===== src/hw/rv32_pkg.sv =====
package rv32_pkg;

    // ~~~~~~~~~~~~~~~~~~~~
    // memory geometry
    // ~~~~~~~~~~~~~~~~~~~~

    localparam int DMEM_WORDS     = 256;
    localparam int DMEM_ADDR_BITS = 8; // word index, address bits 9:2.

    // ~~~~~~~~~~~~~~~~~~~~
    // opcodes
    // ~~~~~~~~~~~~~~~~~~~~

    typedef enum logic [1:0] {
        ALU_ADD = 2'b00,
        ALU_SUB = 2'b01,
        ALU_SLT = 2'b10 // signed compare.
    } alu_op_t;

    typedef enum logic [1:0] {
        BRANCH_NEVER    = 2'b00,
        BRANCH_ZERO     = 2'b01,
        BRANCH_NON_ZERO = 2'b10,
        BRANCH_ALWAYS   = 2'b11
    } branch_op_t;

    typedef enum logic [1:0] {
        WIDTH_WORD = 2'b00,
        WIDTH_HALF = 2'b01,
        WIDTH_BYTE = 2'b10
    } mem_width_t;

    // ~~~~~~~~~~~~~~~~~~~~
    // pipeline records
    // ~~~~~~~~~~~~~~~~~~~~

    typedef struct packed {
        logic        valid;
        alu_op_t     alu_op;
        logic [31:0] operand_a;
        logic [31:0] operand_b;
        logic [31:0] store_value;
        logic [31:0] pc;
        logic [31:0] imm;
        logic        read_en;
        logic        write_en;
        mem_width_t  width;
        logic        zero_extend;
        branch_op_t  branch_op;
        logic [4:0]  rd;
        logic        rd_writeback;
    } issue_t;

    typedef struct packed {
        logic        valid;
        logic [31:0] result;      // alu result, also the memory address.
        logic [31:0] store_value;
        logic [31:0] branch_pc;
        logic        read_en;
        logic        write_en;
        mem_width_t  width;
        logic        zero_extend;
        branch_op_t  branch_op;
        logic [4:0]  rd;
        logic        rd_writeback;
    } ex_mem_t;

    typedef struct packed {
        logic        valid;
        logic [4:0]  rd;
        logic        rd_writeback;
        logic [31:0] rd_value;
    } wb_t;

endpackage


===== src/hw/rv32_execute.sv =====
module rv32_execute
    import rv32_pkg::*;
(
    input  logic    clk,
    input  logic    rst,
    input  logic    stall,
    input  logic    flush,
    input  issue_t  issue,
    output ex_mem_t ex_mem
);

    logic [31:0] alu_result;
    ex_mem_t     ex_next;

    // ~~~~~~~~~~~~~~~~~~~~
    // alu
    // ~~~~~~~~~~~~~~~~~~~~

    always_comb begin
        case (issue.alu_op)
            ALU_ADD: alu_result = issue.operand_a + issue.operand_b;
            ALU_SUB: alu_result = issue.operand_a - issue.operand_b;
            ALU_SLT: alu_result = ($signed(issue.operand_a) < $signed(issue.operand_b)) ?
                                  32'd1 : 32'd0;
            default: alu_result = 32'd0;
        endcase
    end

    always_comb begin
        ex_next.valid        = issue.valid && !flush; // taken branch kills this slot.
        ex_next.result       = alu_result;
        ex_next.store_value  = issue.store_value;
        ex_next.branch_pc    = issue.pc + issue.imm;
        ex_next.read_en      = issue.read_en;
        ex_next.write_en     = issue.write_en;
        ex_next.width        = issue.width;
        ex_next.zero_extend  = issue.zero_extend;
        ex_next.branch_op    = issue.branch_op;
        ex_next.rd           = issue.rd;
        ex_next.rd_writeback = issue.rd_writeback;
    end

    // ~~~~~~~~~~~~~~~~~~~~
    // ex/mem register
    // ~~~~~~~~~~~~~~~~~~~~

    always_ff @(posedge clk) begin
        if (rst) begin
            ex_mem.valid <= 1'b0;
        end else if (!stall) begin
            ex_mem <= ex_next;
        end
    end

    a_no_read_write: assert property (
        @(posedge clk) disable iff (rst)
        ex_mem.valid |-> !(ex_mem.read_en && ex_mem.write_en)
    ) else $error("load and store set in one ex/mem entry");

endmodule


===== config.mk =====
export PLATFORM = sky130hd
export DESIGN_NAME = rv32_execute
export DESIGN_NICKNAME = d
export VERILOG_FILES = /design/src/hw/rv32_pkg.sv /design/src/hw/rv32_execute.sv
export SDC_FILE = /design/constraint.sdc
export NUM_CORES = 1
export LEC_CHECK = 0
export BUFFER_PORTS_ARGS = -buffer_cell sky130_fd_sc_hd__buf_4
export CAP_MARGIN = 5
export CORE_ASPECT_RATIO = 0.5
export CORE_UTILIZATION = 30
export DETAILED_ROUTE_END_ITERATION = 8
export GPL_TIMING_DRIVEN = 0
export PLACE_DENSITY_LB_ADDON = 0.1
export REMOVE_ABC_BUFFERS = 1
export SKIP_LAST_GASP = 1
export SLEW_MARGIN = 20
export SYNTH_ARGS = -nofsm -noshare
export SYNTH_HDL_FRONTEND = slang
export SYNTH_SLANG_ARGS = --single-unit

===== constraint.sdc =====
create_clock -name clk -period 18.8 [get_ports clk]
set_input_delay 4.7 -clock clk [delete_from_list [all_inputs] [get_ports clk]]
set_output_delay 4.7 -clock clk [all_outputs]
set_load 0.02 [all_outputs]

==> results.sh, run 1 <==
export IMPL_clockBufferDepth=2
export IMPL_p_per_area_nw_per_um2=68.8
export IMPL_grt_pass1_wl_um=39600
export IMPL_cts_tree="built"
export IMPL_reg2reg_from="ex_mem[109]"
export IMPL_ff2ff_path_depth=2
export IMPL_leakagePower_nw=4.97
export IMPL_antenna_found_initial=0
export IMPL_drt_iter0_drc=371
export IMPL_vias=7596
export IMPL_htreeDepth=3
export IMPL_finalHoldViolCount=0
export IMPL_peakVddDrop_mv=0.0452
export IMPL_cts_sinks=110
export IMPL_die_area_um2=28900
export IMPL_clk_pin_slew_worst_paths_ps=80
export IMPL_clock_latency_ps=380
export IMPL_synth_edf_count=109
export IMPL_die_y_um=121
export IMPL_yosysUniqueCellTypes=87
export IMPL_final_util_pct=41.4
export IMPL_detail_route_vias_per_cell=4.92
export IMPL_dp_hpwl_um=20900
export IMPL_routed_wl_um=26000
export IMPL_postCtsSetupRepairBufs=0
export IMPL_initial_core_util_pct=30.5
export IMPL_track_usage_pct=17.7
export IMPL_stdcell_count=1543
export IMPL_drc=0
export IMPL_cts_buffers=9
export IMPL_grt_max_degree=55
export IMPL_synth_ff_type="edfxtp_1"
export IMPL_fin_crit_sh_pct=40.7
export IMPL_largest_reg_flops=110
export IMPL_fillers=2807
export IMPL_setup_tns_final_ps=0
export IMPL_io_buffers=289
export IMPL_die_x_um=239
export IMPL_cp_buffers_inverters=3
export IMPL_cts_resized=0
export IMPL_yosysSeqAreaShare_pct=38.9
export IMPL_grt_pass1_vias=7348
export IMPL_synthesis_area_um2=8460
export IMPL_drv_slew=0
export IMPL_synth_seq_cells=110
export IMPL_syn_inst=875
export IMPL_ios=290
export IMPL_gp_congestion=0.860
export IMPL_crit_required_ps=18930
export IMPL_arrival_ps=7790
export IMPL_status="complete, no violations"
export IMPL_placed_cells=1527
export IMPL_async_reset_ff_share_pct=0
export IMPL_maxSlewHeadroom_pct=51.5
export IMPL_cpPeakStageDelay_ps=420
export IMPL_ant_nets=0
export IMPL_fin_crit_ps=7650
export IMPL_cts_root_buf="clkbuf_16"
export IMPL_fmax_mhz=131
export IMPL_cp_endpoint="ex_mem[105]"
export IMPL_rsz0062_at_grt="no"
export IMPL_path_cells="buf_4 -> inv_1 -> ha_1 -> inv_1 -> fa_1 -> a21oi_1 -> a2bb2oi_2 -> o2bb2ai_1 -> nand4_1 -> a221o_2 -> a21oi_1 -> o21bai_1 -> a221oi_2 -> mux2_1"
export IMPL_end_kind="flip-flop"
export IMPL_regArea_um2=3290
export IMPL_cp_top_family="compound AO/OA/AOI/OAI gates"
export IMPL_critical_path_class="in -> reg"
export IMPL_rows=43
export IMPL_hold_path_class="reg -> reg"
export IMPL_start_kind="input pin"
export IMPL_holdBufCountCts=0
export IMPL_skew_ps=0
export IMPL_firstDrtPassIters=5
export IMPL_drive_above_1_share_pct=29.5
export IMPL_reg_largest_list="ex_mem (110)"
export IMPL_coreArea_um2=27700
export IMPL_max_cap_violations=0
export IMPL_gr_total_overflow=0
export IMPL_yosys_warnings=0
export IMPL_antennaDiodeCount=0
export IMPL_worstSetupStartpoint="issue[141]"
export IMPL_syn_to_final_growth_pct=35.5
export IMPL_worstPathMaxFanout=5
export IMPL_worst_path_max_delay_cell="a221o_2"
export IMPL_avgSynthCellArea_um2=9.67
export IMPL_critical_path_depth=14
export IMPL_fin_nets=1433
export IMPL_multi_input_area_um2=4800
export IMPL_holdWs_ps=511
export IMPL_r2r_slack_ps=18210
export IMPL_setup_viol=0
export IMPL_worst_slack_ps=11150
export IMPL_timing_rr_end="ex_mem[109]"
export IMPL_wl_per_cell_um=16.9
export IMPL_worst_pin_slew_ps=723
export IMPL_regMostFlops="ex_mem"
export IMPL_pre_cts_slack_ps=10790
placed cells by master (no fill, tap or decap), types with 8 or more instances in the layout:
master,Yosys,routed
ha_1,94,94
nor2_1,100,99
o21ai_0,41,41
inv_1,65,65
a31oi_1,11,11
o21a_1,8,8
buf_4,0,289
nand3_1,16,16
a21o_1,24,24
o31ai_1,11,11
o211ai_1,12,12
nor3_1,13,13
nand2b_1,14,14
xnor2_1,42,42
xor2_1,10,10
nor2b_1,13,13
nand2_1,36,36
edfxtp_1,109,109
a21oi_1,84,84
or3_1,11,11
clkbuf_16,0,9
o21bai_1,15,15
worst min-delay path: stages (launching register included):
cell	delay, ps
dfxtp_1	340
a21oi_1	60
nor2_1	70
layer usage:
metal / global-route usage, % / wire (um) / up-vias
li1: - / - / 3792
met1: 21.8 / 11300 / 3598
met2: 31.4 / 13200 / 182
met3: 3.36 / 1020 / 24
met4: 4.97 / 402 / 0
met5: 0 / 0 / -
logic make-up (layout without fill, tap and decap cells):
| kind of cell | count (synthesis) | after routing | share of synthesized area (%) |
|---|---|---|---|
| fa+ha+maj | 97 | 97 | 14.6 |
| buf+inv | 95 | 381 | 4.42 |
| flops | 110 | 110 | 38.9 |
| simple gates | 241 | 241 | 14.2 |
| xor+xnor | 52 | 52 | 5.38 |
| compound gates | 276 | 276 | 21.9 |
| mux | 4 | 4 | 0.503 |
cells in the mapped netlist, types with 14 or more instances:
cell,n,area (um2)
a21oi_1,84,420
o21ai_0,41,205
edfxtp_1,109,3270
o21bai_1,15,113
nor2_1,100,375
ha_1,94,1180
a21o_1,24,180
nand2b_1,14,87.6
inv_1,65,244
xnor2_1,42,368
nand2_1,36,135
nand3_1,16,80.1
power breakdown:
part	internal, mW	switching (mW)	total, mW
clock	0.0973	0.114	0.212
combinational	0.121	0.153	0.274
sequential	0.298	0.00562	0.303
total	0.516	0.273	0.789
how the worst min path moves through the flow:
stage	to	start	slack [ps]	cells after the start
after detailed placement	ex_mem[109]	ex_mem[109]	510	2
after floorplan	ex_mem[109]	ex_mem[109]	580	2
final	ex_mem[109]	ex_mem[109]	510	2
after global placement	ex_mem[109]	ex_mem[109]	480	2
after global routing	ex_mem[109]	ex_mem[109]	570	2
after CTS	ex_mem[109]	ex_mem[109]	520	2
through the flow:
| step | total power, mW | instance area [um2] |
|---|---|---|
| 2_1_floorplan | 0.476 | 8350 |
| 3_3_place_gp | 0.581 | 11000 |
| 3_5_place_dp | 0.583 | 11100 |
| 4_1_cts | 0.801 | 11500 |
| 5_1_grt | 0.831 | 11500 |
| 6_report | 0.789 | 11500 |
area by class of cell:
cell class / count / share of cell area (%)
clock buffer: 9 / 1.97
clock inverter: 7 / 0.775
inverter: 71 / 2.33
multi-input combinational: 670 / 41.9
sequential: 110 / 28.7
tap: 382 / 4.17
timing repair buffer: 294 / 20.1
Note: power is estimated with default switching activity, not from simulation.
==> inputs of run 2 (changes only) <==
- ABC_AREA: unset -> 1
- clock period: 18.8 -> 7.44 ns (I/O delays scaled with it)
==> run 2 against run 1 <==
Against the previous run:
- wire length grew 37%
- register-to-register slack lost 11000 ps
- setup slack lost 7400 ps
- critical path type unchanged
==> results.sh, run 2 <==
export IMPL_clock_latency_ps=370
export IMPL_met1_usage_pct=25.9
export IMPL_fmax_mhz=269
export IMPL_fillers=3693
export IMPL_synth_area_top_cells="edfxtp_1 (31%), nand2_1 (18%), ha_1 (11%)"
export IMPL_layout_common_cells="nand2_1 (510), inv_1 (292), buf_4 (289)"
export IMPL_use_met2_pct=35.3
export IMPL_final_util_pct=39.7
export IMPL_synth_ff_type="edfxtp_1"
export IMPL_yosysUniqueCellTypes=46
export IMPL_cts_resized=0
export IMPL_setup_viol=0
export IMPL_busiest_layer="met2"
export IMPL_die_x_um=266
export IMPL_grt_pass1_wl_um=54400
export IMPL_initial_core_util_pct=31.0
export IMPL_largest_reg_flops=110
export IMPL_gr_total_overflow=0
export IMPL_firstDrtPassIters=5
export IMPL_async_reset_ff_share_pct=0
export IMPL_clockBufferDepth=2
export IMPL_htreeDepth=3
export IMPL_final_common_cell="nand2_1"
export IMPL_regArea_um2=3290
export IMPL_drc=0
export IMPL_r2r_slack_ps=6860
export IMPL_skew_ps=0
export IMPL_max_cap_violations=0
export IMPL_use_met3_pct=2.74
export IMPL_maxSlewHeadroom_pct=35.4
export IMPL_routed_wl_um=35600
export IMPL_cts_buffers=9
export IMPL_postCtsSetupRepairBufs=0
export IMPL_synthesis_area_um2=10500
export IMPL_timing_rr_end="ex_mem[109]"
export IMPL_die_y_um=134
export IMPL_status="complete, no violations"
export IMPL_fin_crit_ps=3720
export IMPL_finalHoldViolCount=0
export IMPL_drv_slew=0
export IMPL_p_per_area_nw_per_um2=153
export IMPL_coreArea_um2=33700
export IMPL_hold_path_class="reg -> reg"
export IMPL_ant_nets=0
export IMPL_yosysSeqAreaShare_pct=31.5
export IMPL_holdPathStages=2
export IMPL_syn_inst=1556
export IMPL_drive_above_1_share_pct=18.8
export IMPL_track_usage_pct=19.9
export IMPL_cts_sinks=110
export IMPL_rows=47
export IMPL_fin_crit_sh_pct=49.9
export IMPL_synth_top_cell_area_share_pct=31.3
export IMPL_holdBufCountCts=0
export IMPL_fin_nets=2110
export IMPL_peakVddDrop_mv=0.0913
export IMPL_start_kind="input pin"
export IMPL_antennaDiodeCount=0
export IMPL_grt_max_degree=26
export IMPL_grt_pass1_vias=9861
export IMPL_synth_edf_count=109
export IMPL_synth_commonest_cells="nand2_1 (510), inv_1 (292), nor2_1 (125), nand3_1 (111), edfxtp_1 (109)"
export IMPL_avgSynthCellArea_um2=6.72
export IMPL_synth_seq_cells=110
export IMPL_ff2ff_path_depth=2
export IMPL_gp_congestion=0.926
export IMPL_whs_endpoint="ex_mem[109]"
export IMPL_reg2reg_from="ex_mem[109]"
export IMPL_yosys_warnings=0
export IMPL_detail_route_vias_per_cell=4.51
export IMPL_drt_iter0_drc=654
export IMPL_crit_required_ps=7560
export IMPL_synth_most_common_cell="nand2_1"
export IMPL_clk_pin_slew_worst_paths_ps=80
export IMPL_vias=10400
export IMPL_syn_to_final_growth_pct=28.0
export IMPL_cts_root_buf="clkbuf_16"
export IMPL_arrival_ps=3830
export IMPL_min_from="ex_mem[109]"
export IMPL_ios=290
export IMPL_die_area_um2=35700
export IMPL_reg_largest_list="ex_mem (110)"
export IMPL_regMostFlops="ex_mem"
export IMPL_cts_tree="built"
export IMPL_critical_path_class="in -> reg"
export IMPL_worstPathMaxFanout=4
export IMPL_dp_hpwl_um=30200
export IMPL_io_buffers=289
export IMPL_synth_top_cell_by_area="edfxtp_1"
export IMPL_finalPower_mw=2.05
export IMPL_wl_per_cell_um=15.5
export IMPL_end_kind="flip-flop"
export IMPL_worst_pin_slew_ps=967
export IMPL_multi_input_area_um2=5890
export IMPL_rsz0062_at_grt="no"
export IMPL_antenna_found_initial=0
export IMPL_leakagePower_nw=7.07
## run 2: changes by cell type after synthesis, moves of 13 or more
cell      previous run  this run
nand2b_1            14         1
a21o_1              24         6
xnor2_1             42         4
o21ai_0             41        56
nand3_1             16       111
nor2_1             100       125
inv_1               65       292
nand2_1             36       510
a21oi_1             84        99
nor2b_1             13         0
## run 2: how the worst max path moves through the flow
stage	endpoint	startpoint	slack (ps)	depth (start not counted)
4_1_cts	ex_mem[87]	issue[174]	3740	6
5_1_grt	ex_mem[77]	issue[141]	3630	15
6_report	ex_mem[77]	issue[141]	3720	15
3_3_place_gp	ex_mem[99]	rst	-2910	2
2_1_floorplan	ex_mem[0]	rst	430	1
3_5_place_dp	ex_mem[77]	issue[141]	3350	15
## run 2: metal layers
metal  wire, um  part of all wire (%)
met5          0                     0
met4        371                   1.0
met3       1340                   3.8
met2      17700                    50
met1      16200                    46
## run 2: cell type report
cell class / count / area share [%]
Clock buffer: 11 / 1.74
Clock inverter: 4 / 0.243
Inverter: 295 / 8.27
Multi-Input combinational cell: 1124 / 44.0
Sequential cell: 110 / 24.6
Tap cell: 465 / 4.35
Timing Repair Buffer: 293 / 16.8
## run 2: critical path: stages
cell     delay, ps
buf_4          110
inv_1           40
ha_1           140
inv_1           90
fa_1           390
nand2_1        100
nand3_1        110
nand3_1        120
nand2_1        150
nand2_1        110
nand2_2         80
nand2_1        120
nand3_1         90
nand3_1        230
nand2_1         80
## run 2: metrics by stage
stage               worst slack, ps  hold WS [ps]  std cells  setup TNS [ps]  instance area, um2
floorplan                       428           531       1529               0               10300
global placement              -2910           462       2283         -318070               13000
detailed placement             3350           456       2287               0               13100
CTS                            3740           465       2302               0               13400
global route                   3630           493       2302               0               13400
finish                         3720           472       2302               0               13400
## run 2: where the power goes
part / leakage, nW / internal (mW) / switching, mW
sequential: 1.01 / 0.749 / 0.0141
clock: 0.130 / 0.230 / 0.247
combinational: 5.93 / 0.301 / 0.506
total: 7.07 / 1.28 / 0.768
## run 2: kinds of logic (layout without fill, tap and decap cells)
| family | Yosys count | after routing | share of synthesized area (%) |
|---|---|---|---|
| and+or+nand+nor | 806 | 806 | 31.8 |
| buffers and inverters | 322 | 603 | 12.3 |
| AOI/OAI and AO/OA | 198 | 198 | 10.6 |
| DFF | 110 | 110 | 31.5 |
| adders and majority gates | 97 | 97 | 11.8 |
| xor gates and xnor gates | 23 | 23 | 1.93 |
