File: src/hw/rv32_pkg.sv
package rv32_pkg;

    // ~~~~~~~~~~~~~~~~~~~~
    // memory geometry
    // ~~~~~~~~~~~~~~~~~~~~

    localparam int DMEM_WORDS     = 256;
    localparam int DMEM_ADDR_BITS = 8; // word index, address bits 9:2.

    // ~~~~~~~~~~~~~~~~~~~~
    // opcodes
    // ~~~~~~~~~~~~~~~~~~~~

    typedef enum logic [1:0] {
        ALU_ADD = 2'b00,
        ALU_SUB = 2'b01,
        ALU_SLT = 2'b10 // signed compare.
    } alu_op_t;

    typedef enum logic [1:0] {
        BRANCH_NEVER    = 2'b00,
        BRANCH_ZERO     = 2'b01,
        BRANCH_NON_ZERO = 2'b10,
        BRANCH_ALWAYS   = 2'b11
    } branch_op_t;

    typedef enum logic [1:0] {
        WIDTH_WORD = 2'b00,
        WIDTH_HALF = 2'b01,
        WIDTH_BYTE = 2'b10
    } mem_width_t;

    // ~~~~~~~~~~~~~~~~~~~~
    // pipeline records
    // ~~~~~~~~~~~~~~~~~~~~

    typedef struct packed {
        logic        valid;
        alu_op_t     alu_op;
        logic [31:0] operand_a;
        logic [31:0] operand_b;
        logic [31:0] store_value;
        logic [31:0] pc;
        logic [31:0] imm;
        logic        read_en;
        logic        write_en;
        mem_width_t  width;
        logic        zero_extend;
        branch_op_t  branch_op;
        logic [4:0]  rd;
        logic        rd_writeback;
    } issue_t;

    typedef struct packed {
        logic        valid;
        logic [31:0] result;      // alu result, also the memory address.
        logic [31:0] store_value;
        logic [31:0] branch_pc;
        logic        read_en;
        logic        write_en;
        mem_width_t  width;
        logic        zero_extend;
        branch_op_t  branch_op;
        logic [4:0]  rd;
        logic        rd_writeback;
    } ex_mem_t;

    typedef struct packed {
        logic        valid;
        logic [4:0]  rd;
        logic        rd_writeback;
        logic [31:0] rd_value;
    } wb_t;

endpackage

File: src/hw/rv32_branch.sv
module rv32_branch
    import rv32_pkg::*;
(
    input  branch_op_t  op,
    input  logic [31:0] result,
    output logic        taken
);

    logic result_zero;

    assign result_zero = (result == 32'd0);

    always_comb begin
        case (op)
            BRANCH_NEVER:    taken = 1'b0;
            BRANCH_ZERO:     taken = result_zero;  // beq style, result is a - b.
            BRANCH_NON_ZERO: taken = !result_zero; // bne, and blt via slt.
            BRANCH_ALWAYS:   taken = 1'b1;         // jumps.
            default:         taken = 1'b0;
        endcase
    end

endmodule

File: src/hw/rv32_mem.sv
module rv32_mem
    import rv32_pkg::*;
(
    input  logic        clk,
    input  logic        rst,
    input  logic        stall,
    input  logic        flush,
    input  ex_mem_t     ex_mem,
    input  logic [31:0] read_value,
    output logic        branch_taken,
    output logic [31:0] branch_pc,
    output logic [31:0] address,
    output logic [31:0] write_value,
    output logic [3:0]  write_mask,
    output wb_t         writeback
);

    logic        cond_taken;
    logic [15:0] half_lane;
    logic [7:0]  byte_lane;
    logic [31:0] load_value;
    logic [31:0] rd_value;

    rv32_branch branch (
        .op     (ex_mem.branch_op),
        .result (ex_mem.result),
        .taken  (cond_taken)
    );

    assign branch_taken = ex_mem.valid && cond_taken; // no branches from bubbles.
    assign branch_pc    = ex_mem.branch_pc;
    assign address      = ex_mem.result;

    // ~~~~~~~~~~~~~~~~~~~~
    // store lanes
    // ~~~~~~~~~~~~~~~~~~~~

    // data is copied to every lane and the mask picks the one that lands.
    always_comb begin
        write_value = ex_mem.store_value;
        write_mask  = 4'b0000;
        case (ex_mem.width)
            WIDTH_WORD: begin
                write_mask = 4'b1111;
            end
            WIDTH_HALF: begin
                write_value = {2{ex_mem.store_value[15:0]}};
                write_mask  = ex_mem.result[1] ? 4'b0011 : 4'b1100;
            end
            WIDTH_BYTE: begin
                write_value = {4{ex_mem.store_value[7:0]}};
                write_mask  = 4'b1000 >> ex_mem.result[1:0]; // offset 0 is the top byte.
            end
            default: begin
                write_mask = 4'b0000;
            end
        endcase
        if (!(ex_mem.valid && ex_mem.write_en)) begin
            write_mask = 4'b0000;
        end
    end

    // ~~~~~~~~~~~~~~~~~~~~
    // load extract
    // ~~~~~~~~~~~~~~~~~~~~

    assign half_lane = ex_mem.result[1] ? read_value[15:0] : read_value[31:16];

    always_comb begin
        case (ex_mem.result[1:0])
            2'b00:   byte_lane = read_value[31:24];
            2'b01:   byte_lane = read_value[23:16];
            2'b10:   byte_lane = read_value[15:8];
            default: byte_lane = read_value[7:0];
        endcase
    end

    always_comb begin
        case (ex_mem.width)
            WIDTH_HALF: load_value = {{16{!ex_mem.zero_extend && half_lane[15]}}, half_lane};
            WIDTH_BYTE: load_value = {{24{!ex_mem.zero_extend && byte_lane[7]}}, byte_lane};
            default:    load_value = read_value;
        endcase
    end

    assign rd_value = ex_mem.read_en ? load_value : ex_mem.result;

    // ~~~~~~~~~~~~~~~~~~~~
    // mem/wb register
    // ~~~~~~~~~~~~~~~~~~~~

    always_ff @(posedge clk) begin
        if (rst) begin
            writeback.valid <= 1'b0;
        end else if (!stall) begin
            writeback.valid        <= ex_mem.valid;
            writeback.rd           <= ex_mem.rd;
            writeback.rd_writeback <= ex_mem.rd_writeback && !flush;
            writeback.rd_value     <= rd_value;
        end
    end

    a_mask_legal: assert property (
        @(posedge clk) disable iff (rst)
        (write_mask == 4'b1111) |-> (address[1:0] == 2'b00)
    ) else $error("word write mask %b at unaligned address %h", write_mask, address);

    a_half_aligned: assert property (
        @(posedge clk) disable iff (rst)
        (ex_mem.valid && (ex_mem.read_en || ex_mem.write_en) && ex_mem.width == WIDTH_HALF)
            |-> !ex_mem.result[0]
    ) else $error("misaligned half access at %h", ex_mem.result);

endmodule

File: config.mk
export PLATFORM = sky130hd
export DESIGN_NAME = rv32_mem
export DESIGN_NICKNAME = d
export VERILOG_FILES = /design/src/hw/rv32_pkg.sv /design/src/hw/rv32_branch.sv /design/src/hw/rv32_mem.sv
export SDC_FILE = /design/constraint.sdc
export NUM_CORES = 1
export LEC_CHECK = 0
export BUFFER_PORTS_ARGS = -buffer_cell sky130_fd_sc_hd__buf_4
export CELL_PAD_IN_SITES_DETAIL_PLACEMENT = 0
export CELL_PAD_IN_SITES_GLOBAL_PLACEMENT = 1
export CORE_UTILIZATION = 23
export CTS_CLUSTER_SIZE = 24
export DETAILED_ROUTE_END_ITERATION = 10
export PLACE_DENSITY_LB_ADDON = 0.1
export SLEW_MARGIN = 10
export SYNTH_ARGS = -nofsm -noshare
export SYNTH_HDL_FRONTEND = slang
export SYNTH_SLANG_ARGS = --single-unit
File: constraint.sdc
create_clock -name clk -period 2.7 [get_ports clk]
set_clock_uncertainty 0.05 [all_clocks]
set_input_delay 0.54 -clock clk [delete_from_list [all_inputs] [get_ports clk]]
set_output_delay 0.54 -clock clk [all_outputs]
set_load 0.01 [all_outputs]
==> out/metrics.json, run 1 <==
{
  "critical_path.most_common_cell": "sky130_fd_sc_hd__buf_4",
  "drt_pre_antenna_iters": 4,
  "buffers_added_on_ports": 221,
  "synth.cell_area_um2": 3230,
  "dr_total_vias": 3276,
  "vdd_drop_max_mv": 0.186,
  "largest_register_ff_count": 39,
  "setup-tns-final_ps": 0,
  "detailed_place_hpwl_um": 10200,
  "relSlewSlack_pct": 58.9,
  "numCtsBuffers": 5,
  "cp_slowest_stage_delay_ps": 480,
  "die_area_um2": 14500,
  "path_max_fanout": 12,
  "final_area_um2": 4750,
  "gp_routability_congestion": 0.766,
  "fin_nets": 670,
  "rsz0062_at_grt": "no",
  "path_buf_inv": 3,
  "postSynth.topFlopCell": "sky130_fd_sc_hd__edfxtp_1",
  "cts_tree": "built",
  "cpLargestDelayFamily": "simple AND/OR/NAND/NOR gates",
  "postSynth.asyncResetShare_pct": 0,
  "yosys.cell_count.top_type": "sky130_fd_sc_hd__buf_4",
  "number_of_global_route_vias_before_repair": 3204,
  "cts_root_buffer": "sky130_fd_sc_hd__clkbuf_16",
  "synth-seq-cells": 39,
  "synthTopCellsByArea": "sky130_fd_sc_hd__edfxtp_1 (35%), sky130_fd_sc_hd__buf_4 (17%), sky130_fd_sc_hd__a21oi_1 (6.7%)",
  "layout.core_utilization_pct": 35.3,
  "power.density_cell_area_nw_per_um2": 455,
  "synth_cell_type_count": 35,
  "crit_chain": "buf_4 -> inv_1 -> ha_2 -> and2_0 -> a22o_1 -> buf_4",
  "core_area_um2": 13500,
  "dr.first_iter.drc_count": 215,
  "grt_antenna_before_repair": 0,
  "synth_largest_type_area_fraction_pct": 35.4,
  "die-width_um": 120,
  "setup.worst_path.start_class": "input pin",
  "cts-htree-levels": 2,
  "fp-row-count": 42,
  "clkSinkCount": 39,
  "fillCellCount": 1466,
  "syn_to_final_growth_pct": 47.1,
  "total_power_mw": 2.16,
  "power.combinational.fraction_pct": 34.4,
  "max_cap_viol_count": 0,
  "ys_top_cells_by_count": "sky130_fd_sc_hd__buf_4 (73), sky130_fd_sc_hd__a21oi_1 (43), sky130_fd_sc_hd__edfxtp_1 (38), sky130_fd_sc_hd__nor2_1 (30), sky130_fd_sc_hd__o21ai_0 (29)",
  "power_internal_mw": 1.53,
  "regMostFlops": "writeback",
  "endpoint_kind": "output port",
  "post_dp_cell_area_um2": 4580,
  "clock_tree.buffer_depth": 2,
  "route.final.wire_length_um": 13100,
  "vias_per_cell": 4.70,
  "total_grt_overflow": 0,
  "post-place-cells": 689,
  "cts_post_setup_buffers_inserted": 0,
  "p_sw_uw": 633,
  "track_usage_pct": 17.5,
  "critical_path_arrival_ps": 1970,
  "global_route_wire_length_before_repair_um": 18800,
  "final_layout_size_suffix_gt1_share_pct": 49.7,
  "cellLeakagePower_nw": 2.10,
  "timing.fmax_mhz": 390,
  "netlist_instances": 372,
  "yosysWarningCount": 0,
  "pwr-share-seq_pct": 34.3,
  "max_slew.worst_pin.slew_ps": 614,
  "clock_edge_transition_at_the_registers_on_the_reported_setup_and_hold_paths_ps": 70,
  "layout_min_cycle_time_ps": 2560,
  "synth_enable_flop_cells": 38,
  "final-hold-violation-count": 0,
  "post_route_antenna_net_violation_count": 0,
  "n_antenna_cell": 0,
  "timing.critical_path.slowest_stage_cell": "sky130_fd_sc_hd__and2_0",
  "layout_worst_path_cycle_share_pct": 95.0,
  "postSynthNetCount": 522,
  "registers_with_the_most_flip_flops": "writeback x39",
  "post_cts.resized_instances": 0,
  "top_level_ports": 286,
  "wire_per_inst_um": 18.8,
  "clockPowerShare_pct": 31.3,
  "floorplan.die.height_um": 120,
  "status": "finished, final reports clean",
  "initial_core_util_pct": 24.0,
  "clk-insertion-delay-late_ps": 290,
  "drc_errors": 0,
  "hp-class": "in2reg",
  "grt_max_degree": 39,
  "synth_top_area_cell": "sky130_fd_sc_hd__edfxtp_1",
  "power.switching_fraction_pct": 29.3,
  "syn_area_per_cell_um2": 8.67,
  "crit_type": "in2out",
  "final_max_slew_viol_count": 0,
  "seq_total_area_yosys_pct": 36.0,
  "setup_viol": 0,
  "cp.required_ps": 2110,
  "postCtsHoldBufs": 0,
  "final_cells": 697
}
power by group through the flow:
stage	registers, mW	clock network [mW]	logic, mW
finish	0.741	0.677	0.744
global route	0.745	0.720	0.802
CTS	0.742	0.700	0.753
detailed placement	0.755	0	0.751
global placement	0.754	0	0.750
floorplan	0.781	0	0.372
cell usage in the layout, fill, tap and decap left out, drive strengths merged, types with 14 or more instances in the layout:
master,synthesis,routed
nor2,30,30
a21oi,43,43
o21ai,38,38
nor2b,16,16
a22oi,14,14
nand2,14,14
edfxtp,38,38
buf,81,236
o22ai,15,15
inv,14,14
kinds of logic after synthesis:
kind of cell,count (synthesis),synth area share (%)
adders and majority gates,4,1.55
muxes,10,3.53
AOI/OAI and AO/OA,125,24.2
buffers and inverters,109,21.6
DFF,39,36.0
and+or+nand+nor,85,13.1
metrics by stage:
step | hold slack (ps) | setup slack [ps]
after floorplan | 485 | 67.6
after global placement | 427 | 180
after detailed placement | 448 | 120
after CTS | 371 | 120
after global routing | 366 | 25.9
final | 379 | 136
metal layers:
metal  part of all wire (%)  track usage [%]
met1                     41             21.9
met3                    7.9             3.73
met4                    2.3             6.25
met5                      0                0
met2                     49             29.6
final timing paths:
path / depth (start not counted) / start / end / slack, ps
worst max-delay path: 6 / ex_mem[10] / write_value[8] / 140
worst min-delay path: 2 / rst / writeback[38]$_SDFFE_PP0N_ / 380
worst max register to register: 2 / writeback[38]$_SDFFE_PP0N_ / writeback[38]$_SDFFE_PP0N_ / 2060
worst min register to register: 2 / writeback[38]$_SDFFE_PP0N_ / writeback[38]$_SDFFE_PP0N_ / 460
area by class of cell:
| cell class | instances | area [um^2] | area share [%] |
|---|---|---|---|
| inverter | 14 | 52.6 | 1.11 |
| clock buffer | 5 | 125 | 2.64 |
| multi-input combinational | 224 | 1380 | 29.0 |
| timing repair buffer | 236 | 1770 | 37.3 |
| tap | 176 | 220 | 4.64 |
| clock inverter | 3 | 38.8 | 0.817 |
| sequential | 39 | 1160 | 24.5 |
worst register-to-register path, cell delays in order, from the launching register on:
cell                      delay, ps
sky130_fd_sc_hd__dfxtp_1        320
sky130_fd_sc_hd__mux2i_1        130
sky130_fd_sc_hd__nor2_1          50
Note: power is estimated with default switching activity, not from simulation.
==> run 2, diff against run 1 <==
- MAX_ROUTING_LAYER: not set -> met4
- PLACE_DENSITY: not set -> 0.86
- PLACE_DENSITY_LB_ADDON: 0.1 -> not set
==> run 2 against run 1 <==
Critical path depth unchanged. Via count up 1.8%. Design area up 0.11%. Count of clock-buffer cells in the layout unchanged. Largest power group is now sequential cells. Fmax up 3.0%. Non-clock buffer count unchanged. First-iteration DRC count down 9.8%. Register-to-register slack about the same. Routed wire length down 4.4%.
==> out/metrics.json, run 2 (synthesized netlist as in run 1, its figures left out) <==
{
  "post_route_antenna_net_violation_count": {"value": 0, "change": "unchanged"},
  "detailed_place_hpwl": {"value": 10300, "unit": "um", "change": "+0.20%"},
  "vdd_drop_max": {"value": 0.256, "unit": "mV", "change": "+38%"},
  "n_antenna_cell": {"value": 0, "change": "unchanged"},
  "fp-row-count": {"value": 42, "change": "unchanged"},
  "layout_commonest_cell": "sky130_fd_sc_hd__buf_4",
  "setup_viol": {"value": 0, "change": "unchanged"},
  "endpoint_kind": "output port",
  "crit_type": "in2out",
  "final_layout_size_suffix_gt1_share": {"value": 49.9, "unit": "%", "change": "+0.19 points"},
  "top_level_ports": {"value": 286, "change": "unchanged"},
  "clkSinkCount": {"value": 39, "change": "unchanged"},
  "grt_util_met1": {"value": 17.7, "unit": "%", "change": "-4.2 points"},
  "post_dp_cell_area": {"value": 4580, "unit": "um^2", "change": "unchanged"},
  "max_cap_viol_count": {"value": 0, "change": "unchanged"},
  "global_route.peak_usage_layer": "met2",
  "max_slew.worst_pin.slew": {"value": 515, "unit": "ps", "change": "-99.0 ps"},
  "layout_worst_path_cycle_share": {"value": 92.2, "unit": "%", "change": "-2.7 points"},
  "total_grt_overflow": {"value": 0, "change": "unchanged"},
  "setup.worst_path.start_class": "input pin",
  "final_max_slew_viol_count": {"value": 0, "change": "unchanged"},
  "layout_min_cycle_time": {"value": 2490, "unit": "ps", "change": "-73.5 ps"},
  "cp.required": {"value": 2110, "unit": "ps", "change": "about the same"},
  "final-hold-violation-count": {"value": 0, "change": "unchanged"},
  "wire_per_inst": {"value": 18.0, "unit": "um", "change": "-4.4%"},
  "regMostFlops": "writeback",
  "grt_use_met3": {"value": 3.25, "unit": "%", "change": "-0.47 points"},
  "relSlewSlack": {"value": 65.4, "unit": "%", "change": "+6.4 points"},
  "die-width": {"value": 120, "unit": "um", "change": "unchanged"},
  "global_route_wire_length_before_repair": {"value": 17900, "unit": "um", "change": "-5.0%"},
  "track_usage": {"value": 16.9, "unit": "%", "change": "-0.59 points"},
  "dr_total_vias": {"value": 3334, "change": "+1.8%"},
  "setup-tns-final": {"value": 0, "unit": "ps", "change": "unchanged"},
  "floorplan.die.height": {"value": 120, "unit": "um", "change": "unchanged"},
  "grt_max_degree": {"value": 39, "change": "unchanged"},
  "vias_per_cell": {"value": 4.78, "change": "+1.8%"},
  "hold_slack": {"value": 387, "unit": "ps", "change": "+7.85 ps"},
  "dr.first_iter.drc_count": {"value": 194, "change": "-9.8%"},
  "post_cts.resized_instances": {"value": 0, "change": "unchanged"},
  "timing.fmax": {"value": 402, "unit": "MHz", "change": "+3.0%"},
  "fin_nets": {"value": 670, "change": "unchanged"},
  "cellLeakagePower": {"value": 2.11, "unit": "nW", "change": "+0.12%"},
  "critical_path_arrival": {"value": 1900, "unit": "ps", "change": "-70 ps"},
  "largest_register_ff_count": {"value": 39, "change": "unchanged"},
  "cts-htree-levels": {"value": 2, "change": "unchanged"},
  "gp_routability_congestion": {"value": 0.858, "change": "+12%"},
  "fraction_of_met2_tracks_used_by_global_routing": {"value": 31.4, "unit": "%", "change": "+1.9 points"},
  "registers_with_the_most_flip_flops": "writeback x39",
  "drt_pre_antenna_iters": {"value": 7, "change": "+3"},
  "grt_antenna_before_repair": {"value": 0, "change": "unchanged"},
  "syn_to_final_growth_pct": 47.3,
  "status": "finished, final reports clean",
  "die_area": {"value": 14500, "unit": "um^2", "change": "unchanged"},
  "power.density_cell_area": {"value": 453, "unit": "nW/um^2", "change": "-0.60%"},
  "clock_tree.buffer_depth": {"value": 2, "change": "unchanged"},
  "core_area": {"value": 13500, "unit": "um^2", "change": "unchanged"},
  "route.final.wire_length": {"value": 12500, "unit": "um", "change": "-4.4%"},
  "clock_edge_transition_at_the_registers_on_the_reported_setup_and_hold_paths": {"value": 60, "unit": "ps", "change": "about the same"},
  "cts_post_setup_buffers_inserted": {"value": 0, "change": "unchanged"},
  "final_area": {"value": 4750, "unit": "um^2", "change": "+0.11%"},
  "number_of_global_route_vias_before_repair": {"value": 3205, "change": "+0.031%"},
  "drc_errors": {"value": 0, "change": "unchanged"},
  "hp-class": "in2reg",
  "layout_common_cells": "sky130_fd_sc_hd__buf_4 (236), sky130_fd_sc_hd__a21oi_1 (43), sky130_fd_sc_hd__edfxtp_1 (38), sky130_fd_sc_hd__nor2_1 (29), sky130_fd_sc_hd__o21ai_0 (29)",
  "cts_root_buffer": "sky130_fd_sc_hd__clkbuf_16",
  "initial_core_util": {"value": 24.0, "unit": "%", "change": "unchanged"},
  "fillCellCount": {"value": 1351, "change": "-7.8%"},
  "buffers_added_on_ports": {"value": 221, "change": "unchanged"},
  "rsz0062_at_grt": "no",
  "numCtsBuffers": {"value": 5, "change": "unchanged"},
  "path_max_fanout": {"value": 9, "change": "-3"},
  "clk-insertion-delay-late": {"value": 280, "unit": "ps", "change": "about the same"},
  "cts_tree": "built",
  "postCtsHoldBufs": {"value": 0, "change": "unchanged"}
}
-- run 2: cell counts in the layout (fill, tap and decap cells not counted) --
No cell type changed its count.
-- run 2: metrics by stage --
step                setup WS (ps)  instances  power (mW)  util (%)
floorplan                    67.6        372        1.15         -
global placement              282        689        1.48      34.1
detailed placement            211        689        1.49      34.1
CTS                           206        697        2.17      35.3
global route                  110        697        2.25      35.3
finish                        210        697        2.15      35.3
-- run 2: cell type report --
cell class	count	area, um^2	area share, %
clock inverters	3	43.8	0.921
well taps	176	220	4.63
clock buffers	5	125	2.63
inverters	14	52.6	1.11
flip-flops and latches	39	1160	24.4
multi-input cells	224	1380	29.0
repair buffers	236	1770	37.3
-- run 2: metal layers --
layer  wire, um  vias to the layer above  part of all wire [%]
li1           -                     1563                     -
met1       4420                     1559                    35
met2       6780                      167                    54
met3       1020                       45                   8.1
met4        315                        0                   2.5
met5          0                        -                     0
-- run 2: final timing paths --
path / slack, ps / to / start / depth (start not counted)
setup reg to reg: 2070 / writeback[38]$_SDFFE_PP0N_ / writeback[38]$_SDFFE_PP0N_ / 2
setup / recovery: 210 / write_value[10] / ex_mem[9] / 6
hold reg to reg: 450 / writeback[38]$_SDFFE_PP0N_ / writeback[38]$_SDFFE_PP0N_ / 2
hold / removal: 390 / writeback[34]$_DFFE_PP_ / ex_mem[2] / 1
-- run 2: where the power goes --
part	leakage (nW)	total (mW)	switching (mW)	internal [mW]
registers	0.357	0.742	0.0137	0.728
logic	1.67	0.736	0.366	0.369
clock network	0.0838	0.674	0.238	0.435
-- run 2: worst max-delay path: stages --
cell and delay (ps):
sky130_fd_sc_hd__buf_4 120, sky130_fd_sc_hd__inv_1 70, sky130_fd_sc_hd__ha_1 380, sky130_fd_sc_hd__and2_0 440
sky130_fd_sc_hd__a22o_1 220, sky130_fd_sc_hd__buf_4 120
